[src/design/itim_ram.sv]
`timescale 1ns/1ps

module itim_ram #(
  parameter int data_bits = 32,
  parameter int addr_bits = 3
) (
  input  logic                 clk,
  input  logic                 wen,
  input  logic [addr_bits-1:0] waddr,
  input  logic [data_bits-1:0] wdata,
  input  logic [addr_bits-1:0] raddr,
  output logic [data_bits-1:0] rdata
);

  logic [data_bits-1:0] mem [2**addr_bits];

  always_ff @(posedge clk) begin
    if (wen) begin
      mem[waddr] <= wdata;
    end
    rdata <= mem[raddr];  // Read data follows the address by one cycle.
  end

endmodule

[config.mk]
export PLATFORM = sky130hd
export DESIGN_NAME = itim_ram
export DESIGN_NICKNAME = d
export VERILOG_FILES = /design/src/design/itim_ram.sv
export SDC_FILE = /design/constraint.sdc
export NUM_CORES = 1
export LEC_CHECK = 0
export ABC_AREA = 1
export BUFFER_PORTS_ARGS = -buffer_cell sky130_fd_sc_hd__buf_2
export CORE_UTILIZATION = 50
export DETAILED_ROUTE_END_ITERATION = 7
export PLACE_DENSITY = 0.68
export SYNTH_ARGS = -nofsm -noshare
export SYNTH_HDL_FRONTEND = slang
export SYNTH_SLANG_ARGS = --single-unit
[constraint.sdc]
create_clock -name clk -period 3.2 [get_ports clk]
set_input_delay 0.48 -clock clk [delete_from_list [all_inputs] [get_ports clk]]
set_output_delay 0.48 -clock clk [all_outputs]
set_load 0.05 [all_outputs]
* After elaboration in Yosys (flattened, before gate mapping)
Memories as Yosys holds them, arrays and structs flattened. A register that Yosys moved wholly into a read port is not among the register bits. Cells that the tools add are included.
Word-level totals: register bits after elaboration 0, memories 1, output and inout bits 32, bits in writable memories 256
Operators by class: multiplexer cells 2
Memory list:
- mem | words 8, bits a word 32, read ports 1, clocked after Yosys merged registers in 1, wr ports 1, line 15 | logic [data_bits-1:0] mem [2**addr_bits];
Operators with widths (number):
- 1-bit two-way mux | 2

* Depth between registers and ports, before layout
depth in word-level cells 2, gate-level depth with buffers 8, gate-level depth less buffers 6

* Worst setup path before layout
Ideal clock, no wire load.
kind input-to-reg, from input port waddr[0], to memory mem[0][0] (enable), setup slack 0.803 ns, buffers on the path 0, arrival 1.976 ns, data required time 2.779 ns, stages 3, path through inv_1 nand2_1 nor2_1
RTL lines:
- start: declaration | line 9 | input logic [addr_bits-1:0] waddr,
- end: declaration | line 15
Straight into the memory's write port.

* Worst setup path in the final report
from register rdata[6] (read register of mem), to output port rdata[6]
RTL lines:
- start: declaration | line 12 | output logic [data_bits-1:0] rdata
No word-level cell between the ends.

==> results_dict.tcl <==
set metrics [dict create \
    hold_viol 0 \
    ir_drop_mv 0.494 \
    postCtsSetupBuffers 0 \
    cp_num_buf_inv 1 \
    cp_cell_sequence "buf_2" \
    detailedPlace.worstSlack_ps 1170 \
    slew_headroom_pct 46.5 \
    drive_gt1_share_pct 10.8 \
    synth_edf_count 256 \
    critPathKind "flip-flop to output pin" \
    worst_pin_slew_ps 803 \
    dr.first_iter.drc_count 427 \
    ctsResizeCount 0 \
    cp_slowest_cell "dfxtp_1" \
    syn_avg_cell_area_sq_um 10.3 \
    clockRootBuffer "clkbuf_16" \
    min_period_ps 1670 \
    hpwl_um 11800 \
    cts_tree "yes" \
    critPathTopFamily "flip-flops" \
    grtUsageTotal_pct 19.7 \
    synth_seq_cells 288 \
    setup_viol 0 \
    ys_top_cells_by_area "edfxtp_1 65%, nand2_1 13%, inv_1 8.2%, dfxtp_1 5.4%, nand3_1 5.4%" \
    grt_pass1_wl_um 36400 \
    clk_path_buf_depth 3 \
    yosys_warnings 0 \
    start_kind "flip-flop" \
    num_rows 56 \
    met2_usage_pct 35.4 \
    p_leak_nw 6.18 \
    synthTopCellsByCount "422 x nand2_1, 260 x inv_1, 256 x edfxtp_1" \
    route.detailed.drc 0 \
    die_area_sq_um 24400 \
    clk_pin_slew_ps 60 \
    setup_ws_ps 1530 \
    route.antenna.remaining_nets 0 \
    holdBufCountCts 0 \
    dr.pass1.iters 5 \
    vias_per_cell 4.65 \
    grt_pass1_vias 6790 \
    gr-usage-met1_pct 25.0 \
    synth_ff_type "edfxtp_1" \
    max_stage_delay_ps 380 \
    async_flop_share_pct 0 \
    area_growth_pct 12.8 \
    synthDistinctLibCells 12 \
    layout.nets 1268 \
    max_freq_mhz 598 \
    crit_path_end_kind "output pin" \
    clock_skew_ps 5.77 \
    power-per-cell-area_nw_per_um2 592 \
    grt_antenna_before_repair 2 \
    insertion_delay_ps 530 \
    clock_sinks 288 \
    synthCells 1156 \
    synth_top_area_share_pct 64.7 \
    overflow 0 \
    gr-usage-met3_pct 2.97 \
    numCtsBuffers 29 \
    synthesis.area_sq_um 11900 \
    yosysMostFrequentCell "nand2_1" \
    io_pins 72 \
    die_h_um 156 \
    grt_max_degree 79 \
    gp_congestion 0.724 \
    report.final.slew_viol_count 0 \
    post-route-period-util_pct 52.3 \
    initial_core_util_pct 50.7 \
    worst-path-max-fanout 1 \
    cap_violations 0 \
    fin_setup_tns_ps 0 \
    core-area_sq_um 23400 \
    port_buffers 71 \
    cp_data_required_time_ps 2720 \
    rsz0062_at_grt "no" \
    cp.arrival_ps 1190 \
    grt_busiest_layer "met2" \
    wl_um 23200 \
    yosysTopAreaCell "edfxtp_1" \
    fp.dieW_um 156 \
    holdCritPathClass "primary input to flip-flop" \
    vias 7305 \
    syn-num-nets 1196 \
    status "finished, final reports clean" \
    ctsHtreeMaxLevel 1 \
    routedWlPerCell_um 14.8 \
    synth.yosys.seq_area_share_pct 70.1 \
]
## final timing paths
path / slack [ps] / from / endpoint / depth (start not counted)
max: 1530 / rdata[6] / rdata[6] / 1
min: 210 / wdata[17] / mem[6][17] / 1
max reg2reg: 2310 / mem[3][2] / rdata[2] / 6
min reg2reg: 620 / mem[0][27] / rdata[27] / 6
## routing by layer
metal  routed length [um]  vias to the layer above  share of wire, %
li1                     -                     3725                 -
met1                10000                     3399                43
met2                11700                      145                51
met3                 1020                       36               4.4
met4                  423                        0               1.8
met5                    0                        -                 0
## through the flow
step                instances  hold WS (ps)  power [mW]  utilization (%)  cell area [sq um]
finish                   1570           212        7.92             57.2              13400
global route             1569           200        8.22             57.2              13400
floorplan                1156           579        4.81                -              11900
global placement         1516           608        5.00             53.6              12500
CTS                      1568           189        7.99             57.2              13400
detailed placement       1516           615        5.01             53.6              12500
## cell type report
cell class | count | area, sq um
clock inverter | 9 | 40.0
timing repair buffer | 89 | 518
fill | 1982 | 10000
sequential | 288 | 8330
inverter | 262 | 985
tap | 319 | 399
clock buffer | 43 | 798
antenna | 2 | 5.00
multi-input combinational | 558 | 2310
## flip-flops by register name, summed over array words and instances (netlist names)
name and flops:
mem 256, rdata 32
## power by group
group	internal (mW)	leakage, nW	switching [mW]
registers	4.25	2.60	0.0387
clock network	1.71	0.412	1.29
logic	0.161	3.18	0.482
## cell families (layout without fill, tap and decap cells)
group                  Yosys count  after routing  synth area share [%]
AND/OR/NAND/NOR                558            558                  19.0
flip-flops                     288            288                  70.1
buffers and inverters          310            403                  10.9
other                            0              2                     0
## cells in the final DEF, fill, tap and decap left out, drive strengths merged
cell type	Yosys	final
buf	41	89
clkbuf	7	43
clkinv	0	10
dfxtp	32	32
diode	0	2
edfxtp	256	256
inv	262	261
nand2	422	422
nand3	128	128
nor2	8	8
Note: power is estimated with default switching activity, not from simulation.
