## src/design/itim_pkg.sv

```systemverilog
package itim_pkg;

  // Instruction or data word on every bus.
  typedef logic [31:0] word_t;

  // Byte address; bits 1:0 are always zero on the word buses.
  typedef logic [31:0] addr_t;

  // Request side of the fetch, data, refill and memory buses.
  typedef struct packed {
    logic  valid;
    logic  fence;
    logic  wen;
    addr_t addr;
    word_t wdata;
  } mem_req_t;

  // Response side. Ready is a one-cycle pulse.
  typedef struct packed {
    logic  ready;
    word_t rdata;
  } mem_rsp_t;

  // ITIM controller back-end states.
  typedef enum logic [2:0] {
    st_hit,
    st_miss,
    st_load,
    st_update,
    st_fence
  } itim_state_t;

endpackage

```

## src/design/mem_arbiter.sv

```systemverilog
`timescale 1ns/1ps

module mem_arbiter (
  input  logic               clk,
  input  logic               rst,
  input  itim_pkg::mem_req_t itim_req,
  input  itim_pkg::mem_req_t data_req,
  output itim_pkg::mem_rsp_t itim_rsp,
  output itim_pkg::mem_rsp_t data_rsp,
  output itim_pkg::mem_req_t mem_req,
  input  itim_pkg::mem_rsp_t mem_rsp
);

  itim_pkg::mem_req_t data_q;
  itim_pkg::mem_req_t data_cur;
  logic               data_pend_q;
  logic               busy_q;
  logic               own_data_q;
  logic               sel_data;

  // The data port pulses once. The held copy keeps the level up until ready.
  assign data_cur = data_pend_q ? data_q : data_req;
  assign sel_data = busy_q ? own_data_q : data_cur.valid;

  always_comb begin
    mem_req        = sel_data ? data_cur : itim_req;
    itim_rsp.ready = mem_rsp.ready & ~sel_data;
    itim_rsp.rdata = mem_rsp.rdata;
    data_rsp.ready = mem_rsp.ready & sel_data;
    data_rsp.rdata = mem_rsp.rdata;
  end

  always_ff @(posedge clk) begin
    if (!rst) begin
      busy_q      <= 1'b0;
      own_data_q  <= 1'b0;
      data_pend_q <= 1'b0;
    end else begin
      if (mem_rsp.ready) begin
        busy_q <= 1'b0;
      end else if (!busy_q && mem_req.valid) begin
        busy_q     <= 1'b1;  // Grant holds until the memory answers.
        own_data_q <= sel_data;
      end
      if (data_rsp.ready) begin
        data_pend_q <= 1'b0;
      end else if (data_req.valid) begin
        data_pend_q <= 1'b1;
      end
    end
  end

  always_ff @(posedge clk) begin
    if (data_req.valid) begin
      data_q <= data_req;
    end
  end

endmodule

```

## config.mk

```make
export PLATFORM = sky130hd
export DESIGN_NAME = mem_arbiter
export DESIGN_NICKNAME = d
export VERILOG_FILES = /design/src/design/itim_pkg.sv /design/src/design/mem_arbiter.sv
export SDC_FILE = /design/constraint.sdc
export NUM_CORES = 1
export LEC_CHECK = 0
export BUFFER_PORTS_ARGS = -buffer_cell sky130_fd_sc_hd__buf_2
export CORE_UTILIZATION = 31
export DETAILED_ROUTE_END_ITERATION = 8
export GPL_TIMING_DRIVEN = 0
export PLACE_DENSITY = 0.69
export SYNTH_ARGS = -nofsm -noshare
export SYNTH_HDL_FRONTEND = slang
export SYNTH_SLANG_ARGS = --single-unit
```

## constraint.sdc

```tcl
create_clock -name clk -period 2.65 [get_ports clk]
set_input_delay 0.53 -clock clk [delete_from_list [all_inputs] [get_ports clk]]
set_output_delay 0.53 -clock clk [all_outputs]
set_load 0.01 [all_outputs]
```

Yosys cells after proc, flatten, opt, wreduce, memory -nomap -nowiden
Index checks and enable logic that the tools add are counted.

Input bits: 169. Logic and storage cells: 20. Register bits after elaboration: 69. Output and inout port bits: 133.

Reduce and logical (&&, ||, !) cells: 5. Bitwise gates (word level): 5. Muxes and demuxes: 3.

Operators with widths (count): $mux W67 (2); $reduce_or A2 Y1 (2); $not A1 Y1 (3); $and A1 B1 Y1 (2); $reduce_and A2 Y1 (1); $logic_and A1 B1 Y1 (1); $logic_not A1 Y1 (1); $mux W1 (1).

Depth between registers and ports, before layout
Gate-level depths: netlist of the first run.

Depth after elaboration: 5. Mapped depth: 6.

Worst setup path after synthesis of the first run
Ideal clock, no wire load.

Path type: input port to output port. Start point: input data_req[66] (netlist bit). End point: output mem_req[59] (netlist bit). Slack: 0.382 ns. Stages: 6. Data arrival time: 1.738 ns. Cell sequence: or2_1 buf_2 mux2i_4 buf_4 buf_6 mux2_1.

RTL lines: start: declaration (RTL line mem_arbiter.sv:7) `input itim_pkg::mem_req_t data_req,`; end: declaration (RTL line mem_arbiter.sv:10) `output itim_pkg::mem_req_t mem_req,`.

==> results of run 1 <==
-- cell families (layout without fill, tap and decap cells) --
logic type | count (synthesis) | in the layout | share of synthesized area (%)
buf+inv | 80 | 370 | 13.4
flops | 69 | 69 | 48.7
simple gates | 6 | 6 | 0.716
compound gates | 5 | 5 | 0.955
mux | 134 | 134 | 36.2
-- flip-flops by register name (all words and copies together), names as in the netlist --
| signal | cells |
|---|---|
| data_pend_q | 1 |
| own_data_q | 1 |
| busy_q | 1 |
| data_q | 66 |
-- routing by layer --
metal | GRT usage [%] | part of all wire, % | routed length [µm]
met3 | 4.34 | 8.1 | 869
met4 | 7.37 | 1.1 | 122
met1 | 17.2 | 40 | 4240
met2 | 26.4 | 51 | 5440
met5 | 0 | 0 | 0
-- through the flow --
| step | TNS (ns) | power, µW | hold slack, ns | worst slack (ns) | instances |
|---|---|---|---|---|---|
| after floorplan | 0 | 1850 | 0.603 | 0.382 | 294 |
| after global placement | -53.00 | 2190 | 0.623 | -0.916 | 739 |
| after detailed placement | -31.46 | 2210 | 0.655 | -0.595 | 739 |
| after CTS | 0 | 3590 | 0.364 | 0.0137 | 757 |
| after global routing | 0 | 3740 | 0.367 | 0.00114 | 760 |
| final | 0 | 3570 | 0.386 | 0.0964 | 760 |
-- worst max path at each step --
stage	from	endpoint	slack (ns)
6_report	data_pend_q	mem_req[51]	0.1
3_5_place_dp	data_req[66]	mem_req[63]	-0.59
5_1_grt	data_pend_q	mem_req[63]	0.001
3_3_place_gp	data_req[66]	mem_req[63]	-0.92
2_1_floorplan	data_req[66]	mem_req[59]	0.38
4_1_cts	data_pend_q	mem_req[51]	0.01
-- cells in the final DEF (no fill, tap or decap), types with 4 or more instances in the layout --
cell type	count
buf_12	4
edfxtp_1	66
mux2_2	125
clkbuf_16	9
buf_6	6
mux2_1	7
buf_2	268
buf_4	67
clkbuf_4	4
-- report_power, final --
part	internal, µW	switching (µW)	total [µW]
Sequential	1290	24.5	1310
Clock	901	431	1330
Combinational	539	385	924
Total	2730	840	3570
-- worst reg2reg max path: cells and delay by family (launching register included) --
kind            cells  cell delay (ns)
mux                 1             0.07
simple gates        1             0.19
flops               1             0.40
compound gates      1             0.20
buf+inv             4             0.54
-- layout make-up --
cell class	instances	area, µm²
multi-input cells	145	1590
fillers	1204	6900
clock inverters	3	67.6
flip-flops and latches	69	2040
plain buffers	77	603
repair buffers	276	1490
clock buffers	13	270
inverters	1	3.75
well taps	176	220
-- timing repair --
item / in CTS / in global routing
cloned: 1 / 0
setup endpoints to repair: 68 / 66
resized for setup: 17 / 19
setup buffers: 2 / 4
==> out/qor.csv, run 1 <==
metric,value,unit
slowest_delay,0.40,ns
viasPerCell,4.39,
first_iter_violations,75,
antenna_found_initial,0,
yosysTopAreaCell,edfxtp_1,
dpl.hpwl,8.24,mm
num-nets-final,748,
synth_edf_count,66,
hp-class,in2reg,
synth_area,4190,µm²
fp.dieH,118,µm
cts_tree,built,
irDropWorstVdd,273,µV
power.density,568,nW/µm²
r2r_end,data_pend_q,
cts_hold_buf,0,
slew_viol_final,0,
crit_slowest_cell,dfxtp_1,
vias,3340,
grtUsageTotal,15.3,%
rsz0062_at_grt,false,
clk_pin_slew_worst_paths,0.05,ns
cp-end-kind,primary output,
min_from,data_req[22],
setup_violations,0,
layout_min_cycle_time,2.55,ns
final_util,47.7,%
finalHoldViolations,0,
rows,42,
cp.depth,5,
drive_gt1_share,84.6,%
start_util,31.8,%
tightest_slew,0.535,ns
yosysSeqAreaShare,48.7,%
ys_seq_elements,69,
path_cells,buf_4 -> clkbuf_4 -> mux2_2 -> mux2_2 -> buf_2,
synth_area_leaders,"edfxtp_1 47%, mux2_2 34%, buf_4 12%",
p_leak,0.00289,µW
clock_path_buffers,2,
outcome,"complete, no violations",
path_delay_family,buffers and inverters,
min_path_cells,1,
grt_pass1_wl,16.6,mm
grt_pass1_vias,3316,
start_kind,flop,
numCtsBuffers,9,
r2r_slack,1.15,ns
gp_congestion,0.778,
async_reset_ff_share,0,%
cpMostUsedCell,mux2_2,
slew_headroom,64.4,%
synth_nets,463,
critPathRequiredTime,2.12,ns
worst-path-buf-inv,3,
fmax,392,MHz
core-area,13200,µm²
fin_area,6290,µm²
wl_per_cell,14.0,µm
yosysUniqueCellTypes,20,
place_area,5760,µm²
antenna_left,0,
num_antenna_cells,0,
synthCells,294,
dieArea,14000,µm²
clk_latency,0.33,ns
syn_area_per_cell,14.3,µm²
reg2regPathDepth,7,
area_growth,50.0,%
cap_violations,0,
yosys_warnings,0,
h-tree-depth,3,
cts_root_buf,clkbuf_16,
clock_skew,0.000247,ns
synth_most_common_cell,mux2_2,
arrival,2.02,ns
whs_endpoint,data_q[22],
overflow,0,
synth.top_cells.by_count,"125 x mux2_2, 66 x edfxtp_1, 65 x buf_4, 7 x buf_2, 7 x mux2_1",
yosysTopAreaCellShare,47.3,%
synth_ff_type,edfxtp_1,
clkSinkCount,69,
drt_first_pass_iters,7,
drt_wl_total,10.7,mm
worstSetupPathType,reg2out,
fin_crit_sh,96.4,%
r2r_start,data_pend_q,
port_buffers,269,
grt_max_degree,35,
drc,0,
cp_max_fo,10,
die_x,118,µm
ios,302,
(Power assumes the default switching activity.)
==> run 2, diff against run 1 <==
==> constraint.sdc (replaced) <==
create_clock -name clk -period 2.65 [get_ports clk]
set_input_delay 0.265 -clock clk [delete_from_list [all_inputs] [get_ports clk]]
set_output_delay 0.265 -clock clk [all_outputs]
set_load 0.01 [all_outputs]
==> out/qor.csv, run 2 (synthesized netlist as in run 1, its figures left out) <==
metric,value,unit
viasPerCell,4.40,
arrival,2.17,ns
drt_wl_total,10.4,mm
wl_per_cell,13.8,µm
first_iter_violations,72,
worstSetupPathType,reg2out,
num_antenna_cells,0,
drc,0,
cp-end-kind,primary output,
fin_crit_sh,91.9,%
final.setup.worst_slack,0.214,ns
ios,302,
rows,42,
start_kind,flop,
critPathRequiredTime,2.38,ns
port_buffers,269,
antenna_left,0,
clock_path_buffers,2,
layout_common_cells,"276 x buf_2, 125 x mux2_2, 66 x buf_4, 66 x edfxtp_1, 9 x clkbuf_16",
layout_min_cycle_time,2.44,ns
gp_congestion,0.778,
hp-class,in2reg,
cap_violations,0,
overflow,0,
grt_pass1_wl,16.3,mm
finalHoldViolations,0,
clkSinkCount,69,
clk_pin_slew_worst_paths,0.05,ns
start_util,31.8,%
slew_viol_final,0,
n_fill_cell,1210,
numCtsBuffers,9,
p_leak,0.00282,µW
vias,3328,
drive_gt1_share,84.2,%
rsz0062_at_grt,false,
cp_max_fo,10,
die_x,118,µm
core-area,13200,µm²
grt_pass1_vias,3294,
dieArea,14000,µm²
num-nets-final,745,
grt_max_degree,68,
dpl.hpwl,8.24,mm
fmax,411,MHz
cts_hold_buf,0,
setup_violations,0,
area_growth,46.1,%
cts_root_buf,clkbuf_16,
tightest_slew,0.629,ns
power.density,575,nW/µm²
clock_skew,0.000246,ns
antenna_found_initial,0,
drt_first_pass_iters,6,
grtUsageTotal,15.0,%
largest_register_ffs,66,
regMostFlops,data_q,
pre_cts_ws,-0.0649,ns
slew_headroom,58.1,%
cts_tree,built,
irDropWorstVdd,281,µV
fp.dieH,118,µm
clk_latency,0.33,ns
h-tree-depth,3,
outcome,"complete, no violations",
final_common_cell,buf_2,
final_util,46.4,%
run 2: changes by cell type in the layout (fill, tap and decap cells not counted), sizes merged:
| cell | delta |
|---|---|
| buf | -1 |
| bufbuf | -1 |
| clkbuf | -1 |
run 2: power by group:
group / total, µW / switching [µW] / internal [µW]
combinational: 869 / 375 / 495
clock: 1340 / 435 / 901
sequential: 1310 / 24.4 / 1290
run 2: metal layers:
layer | GRT usage, % | vias up | share of wire [%]
li1 | - | 1598 | -
met1 | 17.2 | 1539 | 40
met2 | 25.7 | 177 | 50
met3 | 4.10 | 14 | 8.3
met4 | 7.45 | 0 | 2.0
met5 | 0 | - | 0
run 2: worst max-delay path, stage by stage, from the launching register on:
cell and delay, ns:
dfxtp_1 0.40, buf_2 0.33, clkbuf_2 0.33, mux2_2 0.37, mux2_2 0.27, buf_2 0.14
run 2: path summary, 6_finish.rpt:
| path | start | to | slack, ns | cells past startpoint |
|---|---|---|---|---|
| worst max-delay path | data_pend_q | mem_req[51] | 0.21 | 5 |
| worst max register to register | data_pend_q | data_pend_q | 1.10 | 7 |
| worst min-delay path | data_req[22] | data_q[22] | 0.12 | 1 |
| worst min register to register | busy_q | busy_q | 0.68 | 1 |
run 2: area by class of cell:
class                      count  area, µm²  share of cell area [%]
tap                          176        220                    3.59
sequential                    69       2040                    33.3
multi-input combinational    145       1590                    25.9
buffer                        79        566                    9.23
clock buffer                  13        270                    4.41
inverter                       1       3.75                  0.0613
clock inverter                 3       67.6                    1.10
timing repair buffer         271       1370                    22.3
run 2: through the flow:
step | hold slack [ns] | TNS, ns | instance area [µm²] | power (µW) | instances
floorplan | 0.364 | 0 | 4190 | 1850 | 294
global placement | 0.457 | -16.46 | 5760 | 2190 | 739
detailed placement | 0.457 | -0.399 | 5760 | 2210 | 739
CTS | 0.0992 | 0 | 6110 | 3570 | 755
global route | 0.102 | 0 | 6130 | 3680 | 757
finish | 0.117 | 0 | 6130 | 3520 | 757
run 2: timing repair:
| action | CTS | global route |
|---|---|---|
| endpoints found under the setup margin | 19 | 12 |
| buffers inserted | 0 | 2 |
| pin swaps | 0 | 0 |
| resized for setup | 5 | 2 |
