===== src/design/itim_pkg.sv =====
package itim_pkg;

  // Instruction or data word on every bus.
  typedef logic [31:0] word_t;

  // Byte address; bits 1:0 are always zero on the word buses.
  typedef logic [31:0] addr_t;

  // Request side of the fetch, data, refill and memory buses.
  typedef struct packed {
    logic  valid;
    logic  fence;
    logic  wen;
    addr_t addr;
    word_t wdata;
  } mem_req_t;

  // Response side. Ready is a one-cycle pulse.
  typedef struct packed {
    logic  ready;
    word_t rdata;
  } mem_rsp_t;

  // ITIM controller back-end states.
  typedef enum logic [2:0] {
    st_hit,
    st_miss,
    st_load,
    st_update,
    st_fence
  } itim_state_t;

endpackage


===== src/design/itim_ctrl.sv =====
`timescale 1ns/1ps

module itim_ctrl #(
  parameter int              itim_depth = 3,
  parameter int              itim_width = 2,
  parameter itim_pkg::addr_t itim_base  = 32'h0000_0000,
  parameter itim_pkg::addr_t itim_top   = 32'h0000_0400
) (
  input  logic                               clk,
  input  logic                               rst,
  input  itim_pkg::mem_req_t                 fetch_req,
  output itim_pkg::mem_rsp_t                 fetch_rsp,
  output itim_pkg::mem_req_t                 refill_req,
  input  itim_pkg::mem_rsp_t                 refill_rsp,
  output logic                               tag_wen,
  output logic [itim_depth-1:0]              tag_waddr,
  output logic [29-itim_depth-itim_width:0]  tag_wdata,
  output logic [itim_depth-1:0]              tag_raddr,
  input  logic [29-itim_depth-itim_width:0]  tag_rdata,
  output logic                               data_wen,
  output logic [itim_depth-1:0]              data_waddr,
  output logic [32*(2**itim_width)-1:0]      data_wdata,
  output logic [itim_depth-1:0]              data_raddr,
  input  logic [32*(2**itim_width)-1:0]      data_rdata,
  output logic                               lock_wen,
  output logic [itim_depth-1:0]              lock_waddr,
  output logic                               lock_wdata,
  output logic [itim_depth-1:0]              lock_raddr,
  input  logic                               lock_rdata
);

  localparam int tag_bits   = 30 - itim_depth - itim_width;
  localparam int line_words = 2 ** itim_width;
  localparam int line_bits  = 32 * line_words;

  typedef logic [tag_bits-1:0]   tag_t;
  typedef logic [itim_depth-1:0] idx_t;
  typedef logic [itim_width-1:0] off_t;
  typedef logic [line_bits-1:0]  line_t;

  typedef struct packed {
    logic            valid;
    logic            fence;
    itim_pkg::addr_t addr;
    tag_t            tag;
    idx_t            idx;
    off_t            off;
  } front_t;

  front_t                f_q;
  itim_pkg::itim_state_t state_q;
  off_t                  cnt_q;
  idx_t                  sweep_q;
  itim_pkg::addr_t       fill_addr_q;
  line_t                 line_q;
  idx_t                  req_idx;
  logic                  in_window;
  logic                  lookup_hit;
  logic                  sweep_last;

  // The arrays are read with the index being captured, so their data lines up with f_q.
  assign req_idx    = fetch_req.addr[itim_width+itim_depth+1:itim_width+2];
  assign in_window  = (f_q.addr >= itim_base) && (f_q.addr < itim_top);
  assign lookup_hit = lock_rdata && (tag_rdata == f_q.tag);
  assign sweep_last = (sweep_q == idx_t'(2**itim_depth - 1));

  always_ff @(posedge clk) begin
    if (!rst) begin
      f_q.valid <= 1'b0;
      f_q.fence <= 1'b0;
    end else begin
      f_q.valid <= fetch_req.valid & ~fetch_req.fence;
      f_q.fence <= fetch_req.valid & fetch_req.fence;
    end
  end

  always_ff @(posedge clk) begin
    if (fetch_req.valid && !fetch_req.fence) begin
      f_q.addr <= fetch_req.addr;
      f_q.tag  <= fetch_req.addr[31:itim_width+itim_depth+2];
      f_q.idx  <= req_idx;
      f_q.off  <= fetch_req.addr[itim_width+1:2];
    end
  end

  always_ff @(posedge clk) begin
    if (!rst) begin
      state_q <= itim_pkg::st_hit;
      cnt_q   <= '0;
      sweep_q <= '0;
    end else begin
      case (state_q)
        itim_pkg::st_hit: begin
          if (f_q.fence) begin
            state_q <= itim_pkg::st_fence;
            sweep_q <= '0;
          end else if (f_q.valid && !in_window) begin
            state_q <= itim_pkg::st_load;
          end else if (f_q.valid && !lookup_hit) begin
            state_q <= itim_pkg::st_miss;  // A tag mismatch evicts the line.
            cnt_q   <= '0;
          end
        end
        itim_pkg::st_miss: begin
          if (refill_rsp.ready) begin
            if (cnt_q == off_t'(line_words - 1)) begin
              state_q <= itim_pkg::st_update;
            end
            cnt_q <= cnt_q + 1'b1;
          end
        end
        itim_pkg::st_load: begin
          if (refill_rsp.ready) begin
            state_q <= itim_pkg::st_hit;
          end
        end
        itim_pkg::st_update: begin
          state_q <= itim_pkg::st_hit;
        end
        itim_pkg::st_fence: begin
          if (sweep_last) begin
            state_q <= itim_pkg::st_hit;
          end
          sweep_q <= sweep_q + 1'b1;
        end
        default: begin
          state_q <= itim_pkg::st_hit;
        end
      endcase
    end
  end

  always_ff @(posedge clk) begin
    if (state_q == itim_pkg::st_hit) begin
      if (in_window) begin
        fill_addr_q <= {f_q.tag, f_q.idx, {(itim_width+2){1'b0}}};
      end else begin
        fill_addr_q <= f_q.addr;
      end
    end else if (state_q == itim_pkg::st_miss && refill_rsp.ready) begin
      fill_addr_q            <= fill_addr_q + 32'd4;
      line_q[32*cnt_q +: 32] <= refill_rsp.rdata;
    end
  end

  always_comb begin
    refill_req.valid = (state_q == itim_pkg::st_miss) || (state_q == itim_pkg::st_load);
    refill_req.fence = 1'b0;
    refill_req.wen   = 1'b0;
    refill_req.addr  = fill_addr_q;
    refill_req.wdata = '0;
  end

  always_comb begin
    fetch_rsp.ready = 1'b0;
    fetch_rsp.rdata = '0;
    case (state_q)
      itim_pkg::st_hit: begin
        fetch_rsp.ready = f_q.valid & in_window & lookup_hit;
        fetch_rsp.rdata = data_rdata[32*f_q.off +: 32];
      end
      itim_pkg::st_load: begin
        fetch_rsp.ready = refill_rsp.ready;
        fetch_rsp.rdata = refill_rsp.rdata;
      end
      itim_pkg::st_update: begin
        fetch_rsp.ready = 1'b1;
        fetch_rsp.rdata = line_q[32*f_q.off +: 32];
      end
      itim_pkg::st_fence: begin
        fetch_rsp.ready = sweep_last;  // Rdata stays zero for a fence.
      end
      default: begin
        fetch_rsp.ready = 1'b0;
      end
    endcase
  end

  assign tag_raddr  = req_idx;
  assign data_raddr = req_idx;
  assign lock_raddr = req_idx;

  assign tag_wen    = (state_q == itim_pkg::st_update);
  assign tag_waddr  = f_q.idx;
  assign tag_wdata  = f_q.tag;
  assign data_wen   = (state_q == itim_pkg::st_update);
  assign data_waddr = f_q.idx;
  assign data_wdata = line_q;

  // The lock bit doubles as line valid. Fence sweeps it to zero.
  assign lock_wen   = (state_q == itim_pkg::st_update) || (state_q == itim_pkg::st_fence);
  assign lock_waddr = (state_q == itim_pkg::st_fence) ? sweep_q : f_q.idx;
  assign lock_wdata = (state_q == itim_pkg::st_update);

endmodule


===== config.mk =====
export PLATFORM = sky130hd
export DESIGN_NAME = itim_ctrl
export DESIGN_NICKNAME = d
export VERILOG_FILES = /design/src/design/itim_pkg.sv /design/src/design/itim_ctrl.sv
export SDC_FILE = /design/constraint.sdc
export NUM_CORES = 1
export LEC_CHECK = 0
export BUFFER_PORTS_ARGS = -buffer_cell sky130_fd_sc_hd__buf_2
export CAP_MARGIN = 5
export CORE_AREA = 2 2 204 206
export CTS_CLUSTER_SIZE = 10
export DETAILED_ROUTE_END_ITERATION = 10
export DIE_AREA = 0 0 206 208
export SYNTH_ARGS = -nofsm -noshare
export SYNTH_HDL_FRONTEND = slang
export SYNTH_SLANG_ARGS = --single-unit

===== constraint.sdc =====
create_clock -name clk -period 3.3 [get_ports clk]
set_input_delay 0.66 -clock clk [delete_from_list [all_inputs] [get_ports clk]]
set_output_delay 0.66 -clock clk [all_outputs]
set_load 0.1 [all_outputs]

Yosys cells after proc, flatten, opt, wreduce, memory -nomap -nowiden
Index checks and enable logic that the tools add are counted.
{ "op_classes": {"n_addsub": 4, "order_cmp": 2, "n_eq_ne": 16, "shift": 4, "muxes": 22, "bitwise": 6, "n_reduce_logical": 19} }
{ "ops": {"columns": ["operator", "n"], "rows": [
  ["$shiftx A128 B8 Y32", 2],
  ["$bwmux W128", 1],
  ["$shift A32 B34 Y128 const A", 1],
  ["$shiftx A32 B34 Y128", 1],
  ["$mux W32", 3],
  ["$pmux W32 S3", 1],
  ["$neg A7 Y34", 1],
  ["$add A32 B3 Y32 const B", 1],
  ["$ge A32 B1 Y1 const B", 1],
  ["$lt A32 B11 Y1 const B", 1],
  ["$mux W3", 9],
  ["$eq A25 B25 Y1", 1],
  ["$ne A2 B2 Y1 const B", 8],
  ["$pmux W3 S4", 1],
  ["$reduce_and A5 Y1", 2],
  ["$mux W2", 4],
  ["$eq A3 B2 Y1 const B", 2],
  ["$eq A3 B3 Y1 const B", 2],
  ["$logic_and A1 B1 Y1", 6],
  ["$pmux W3 S2", 1],
  ["$reduce_bool A2 Y1", 3],
  ["$and A1 B1 Y1", 4],
  ["$ne A4 B4 Y1 const B", 1],
  ["$pmux W1 S4", 1],
  ["other kinds (10)", 15]
]} }
{ "totals": {"register_bits": 232, "word_cells": 84} }

Depth between registers and ports, before layout
{ "logic_depth": {"word_depth": 8, "mapped_depth": 8, "mapped_depth_nobuf": 6} }

Worst setup path after synthesis
Ideal clock, no wire load.
{ "synth_path": {"path_type": "input to output", "startpoint": "input tag_rdata[11]", "endpoint": "output fetch_rsp[32] (netlist bit)", "arrival_ns": 4.497, "required_ns": 2.640, "path_slack_ns": -1.857, "stages": 5, "path_buffers": 0, "path_cell_list": "xnor2_1 > nand4_1 > nor4_1 > nand2_1 > o41ai_1"} }
{ "synth_rtl": {"columns": ["item", "line_no", "rtl"], "rows": [
  ["from (decl)", "itim_ctrl.sv:19", "input logic [29-itim_depth-itim_width:0] tag_rdata,"],
  ["to (decl)", "itim_ctrl.sv:12", "output itim_pkg::mem_rsp_t fetch_rsp,"]
]} }

==> summary.md <==
| Metric | Value |
|---|---|
| Outcome | finished clean |
| Post-layout minimum cycle time | around 3.3 ns |
| Worst hold margin | ~0.30 ns |
| Unrepaired setup endpoints after global routing | yes |
| Average vias per placed instance | ~4.8 |
| Post-synthesis mux area share | between 10% and 20% |
| Worst EP required | roughly 2.6 ns |
| Combined area of all synthesized cells | between 0.01 and 0.015 mm^2 |
| End point of the worst hold path | f_q[45]$_DFFE_PP_ |
| Routed wire length | 41.3 mm |
| Clock network latency to the later pin of the worst-skew pair | ~0.54 ns |
| Sequential cell area fraction in the yosys report | 52.4% |
| Final hold violation count | 0 |
| Number of global-route vias before repair | a little under 9000 |
| Commonest non-fill, non-tap cells in the layout | buf_2, edfxtp_1, and2_1, nand2_1, mux4_2 |
| Synthesized area divided by synthesized cell count | between 10 and 15 um^2 |
| Post-synthesis to final-layout area growth | 35.9% |
| Maximum buffer depth of the clock tree | 3 |
| Overall track demand over capacity in global routing | a little under a fifth |
| Placed Cells incl. Taps | 1827 |
| Largest voltage drop on the vdd net | roughly 270 uV |
| Count of synthesis-stage warnings from yosys | 0 |
| Synth Instances | around 900 |
| Number of sinks handled by clock tree synthesis | 202 |
| Post-route insts no fill | about 1900 |
| Worst slack, placed | ~0.26 ns |
| Setup slack on the worst flop-to-flop path | around 0.95 ns |
| Number of enable-type register cells in the synthesized netlist | ~190 |
| Number of filler instances in the final layout | between 3000 and 4000 |
| Post-DP HPWL | roughly 29 mm |
| Cell type with the highest aggregate area in the netlist | edfxtp_1 |
| Main combinational cell family by area after synthesis | multiplexers |
| CTS Root Buffer Type | clkbuf_16 |
| Final estimated routing congestion in global placement | 0.939 |
| Width of the die | about 210 um |
| Hold-critical path depth | 1 |
| Iteration count of the initial detailed-routing pass | 8 |
| Share of async-settable or async-resettable flops after synthesis | 0% |
| Synth Register Bits | between 200 and 250 |
| Area fraction in compound gates after synthesis | ~4% |
| Placed instance area | approximately 0.014 mm^2 |
| Final net count | between 1500 and 2000 |
| Maximum fanout along the worst path | 7 |
| Maximum Capacitance Violations | 0 |
| Fraction of the mapped netlist area in simple logic gates | roughly 15% |
| Starting DRT DRC Count | a little under 800 |
| Proportion of netlist area held by the largest area contributor | between 50% and 60% |
| Post-synth top flop | edfxtp_1 |
| Maximum clock rate | between 0.3 and 0.4 GHz |
| Share of post-route cells with drive strength above 1 | about 49% |
| Slew HR | 35.6% |
| WL per Instance | 21.8 um |
| Number of clock buffers inserted by TritonCTS | 26 |
| Most common library cell in the layout ignoring fill and taps | buf_2 |
| Layout Utilization | 38.1% |
| Post-synthesis share of cell area spent on full adders, half adders and majority gates | 0.880% |
| Reg-to-Reg End | data_wdata[66]$_DFFE_PP_ |
| Pin count of the biggest net entering global routing | 63 |
| Layout Cell Area excl Fill | roughly 0.015 mm^2 |
| Final antenna-violating net count | 0 |
| Clock edge transition at the registers on the reported setup and hold paths | ~0.06 ns |
| Overall Power | slightly below 9 mW |
| WP data arrival | between 2 and 3 ns |
| Drc violations | 0 |
| Die Span Y | ~210 um |
| Antenna violations before repair | 10 |
| IO Port Bufs | approximately 460 |
| Pwr dens | 567 mW/mm^2 |
| Die ar. | approximately 0.043 mm^2 |
| Transition time at the pin with the least slew margin | ~0.96 ns |
| Number of standard-cell rows in the floorplan | 74 |
| Critical Path Start Type | flip-flop |
| Clock skew | around 0.017 ns |
| Effective utilization at floorplan | around 28% |
| Number of buffers inserted for hold repair after clock tree synthesis | 0 |
| R2R Path Start | state_q[1]$_SDFFE_PN0P_ |
| Clock tree from TritonCTS | built |
| Hold Startpoint | fetch_req[47] |
| I/O pin count | approximately 530 |
| Final-layout setup total negative slack | 0 ns |
| FF-to-FF path depth | 5 |
| Number of distinct library cell variants in the gate-level netlist after synthesis | between 40 and 50 |
| Final setup violation count | 0 |
| Cell types occupying the most area after synthesis | edfxtp_1, mux4_2, and2_1 |
| Static leakage | a little under 6 nW |
| Remaining Overflow, GRT | 0 |
| CP Class | reg2out |
| Via count | between 9000 and 10000 |
| Xor/xnor cell area share of the yosys netlist | 4.16% |
| Worst setup slack after layout | 0.0405 ns |
| Period utilization | a little over nine tenths |
| Final count of pins violating max slew | 0 |
| Class of the worst hold path | in2reg |
| Core area | around 0.041 mm^2 |
| Number of H-tree levels | 1 |
| Kind of end point of the critical path | primary output |
| Wire length of the first global-routing pass | around 58 mm |
critical path: stages (launching register included):
cell and delay (ns):
dfxtp_2 0.31, nand2b_4 0.15, or2_4 0.28, buf_12 0.15, buf_12 0.13, clkbuf_16 0.17, mux4_2 0.42, mux2i_1 0.17
o21ai_2 0.11, buf_12 0.18
synthesized netlist by cell type (17+ instances only):
library cell	n
nor2_1	17
nand3_1	18
o21ai_1	31
xnor2_1	50
mux4_2	64
nand2_1	90
clkbuf_1	36
edfxtp_1	192
mux2i_1	32
buf_4	76
and2_1	135
o21ai_0	32
state kept, by name, indices dropped and copies added (netlist names):
register and cells:
sweep_q 3, cnt_q 2, fill_addr_q 32, f_q 34, state_q 3, data_wdata 128
where the power goes:
group          switching [mW]  internal [mW]
Sequential              0.162           2.97
Combinational            2.28          0.655
Clock                    1.06           1.64
Total                    3.50           5.26
routing by layer:
metal / routed length (um) / up-vias / part of all wire, % / GRT usage [%]
met3: 3210 / 62 / 7.8 / 4.32
met1: 16700 / 4521 / 40 / 23.8
li1: - / 4072 / - / -
met2: 20500 / 390 / 50 / 30.6
met5: 34 / - / 0.082 / 0
met4: 898 / 6 / 2.2 / 4.53
timing repair:
| action | CTS | global route |
|---|---|---|
| setup endpoints to repair | 26 | 32 |
| pin swaps | 2 | 5 |
| resized for setup | 46 | 35 |
| cloned | 2 | 3 |
| setup buffers | 4 | 7 |
logic make-up (layout without fill, tap and decap cells):
family | count (synthesis) | in the layout
other | 1 | 40
xor gates and xnor gates | 54 | 54
AOI/OAI and AO/OA | 83 | 83
buffers and inverters | 137 | 559
and+or+nand+nor | 316 | 316
muxes | 97 | 97
adders and majority gates | 8 | 8
DFF | 202 | 202
how the worst max path moves through the flow:
stage / start / end / slack [ns] / depth (start not counted)
2_1_floorplan: state_q[2]$_SDFFE_PN0P_ / fetch_rsp[11] / -0.11 / 8
3_3_place_gp: tag_rdata[11] / fetch_rsp[32] / 0.25 / 8
3_5_place_dp: tag_rdata[9] / fetch_rsp[32] / 0.26 / 8
4_1_cts: state_q[2]$_SDFFE_PN0P_ / fetch_rsp[2] / 0.001 / 8
5_1_grt: state_q[2]$_SDFFE_PN0P_ / fetch_rsp[28] / -0.05 / 9
6_report: state_q[2]$_SDFFE_PN0P_ / fetch_rsp[28] / 0.04 / 9
final cells by class:
type / count / area (um^2) / area share (%)
clock buffer: 36 / 709 / 4.59
clock inverter: 7 / 87.6 / 0.567
timing repair buffer: 506 / 3060 / 19.8
inverter: 10 / 41.3 / 0.267
multi-input combinational: 592 / 4910 / 31.8
antenna: 6 / 15.0 / 0.0972
sequential: 202 / 5970 / 38.6
tap: 532 / 666 / 4.31
(Power assumes the default switching activity.)
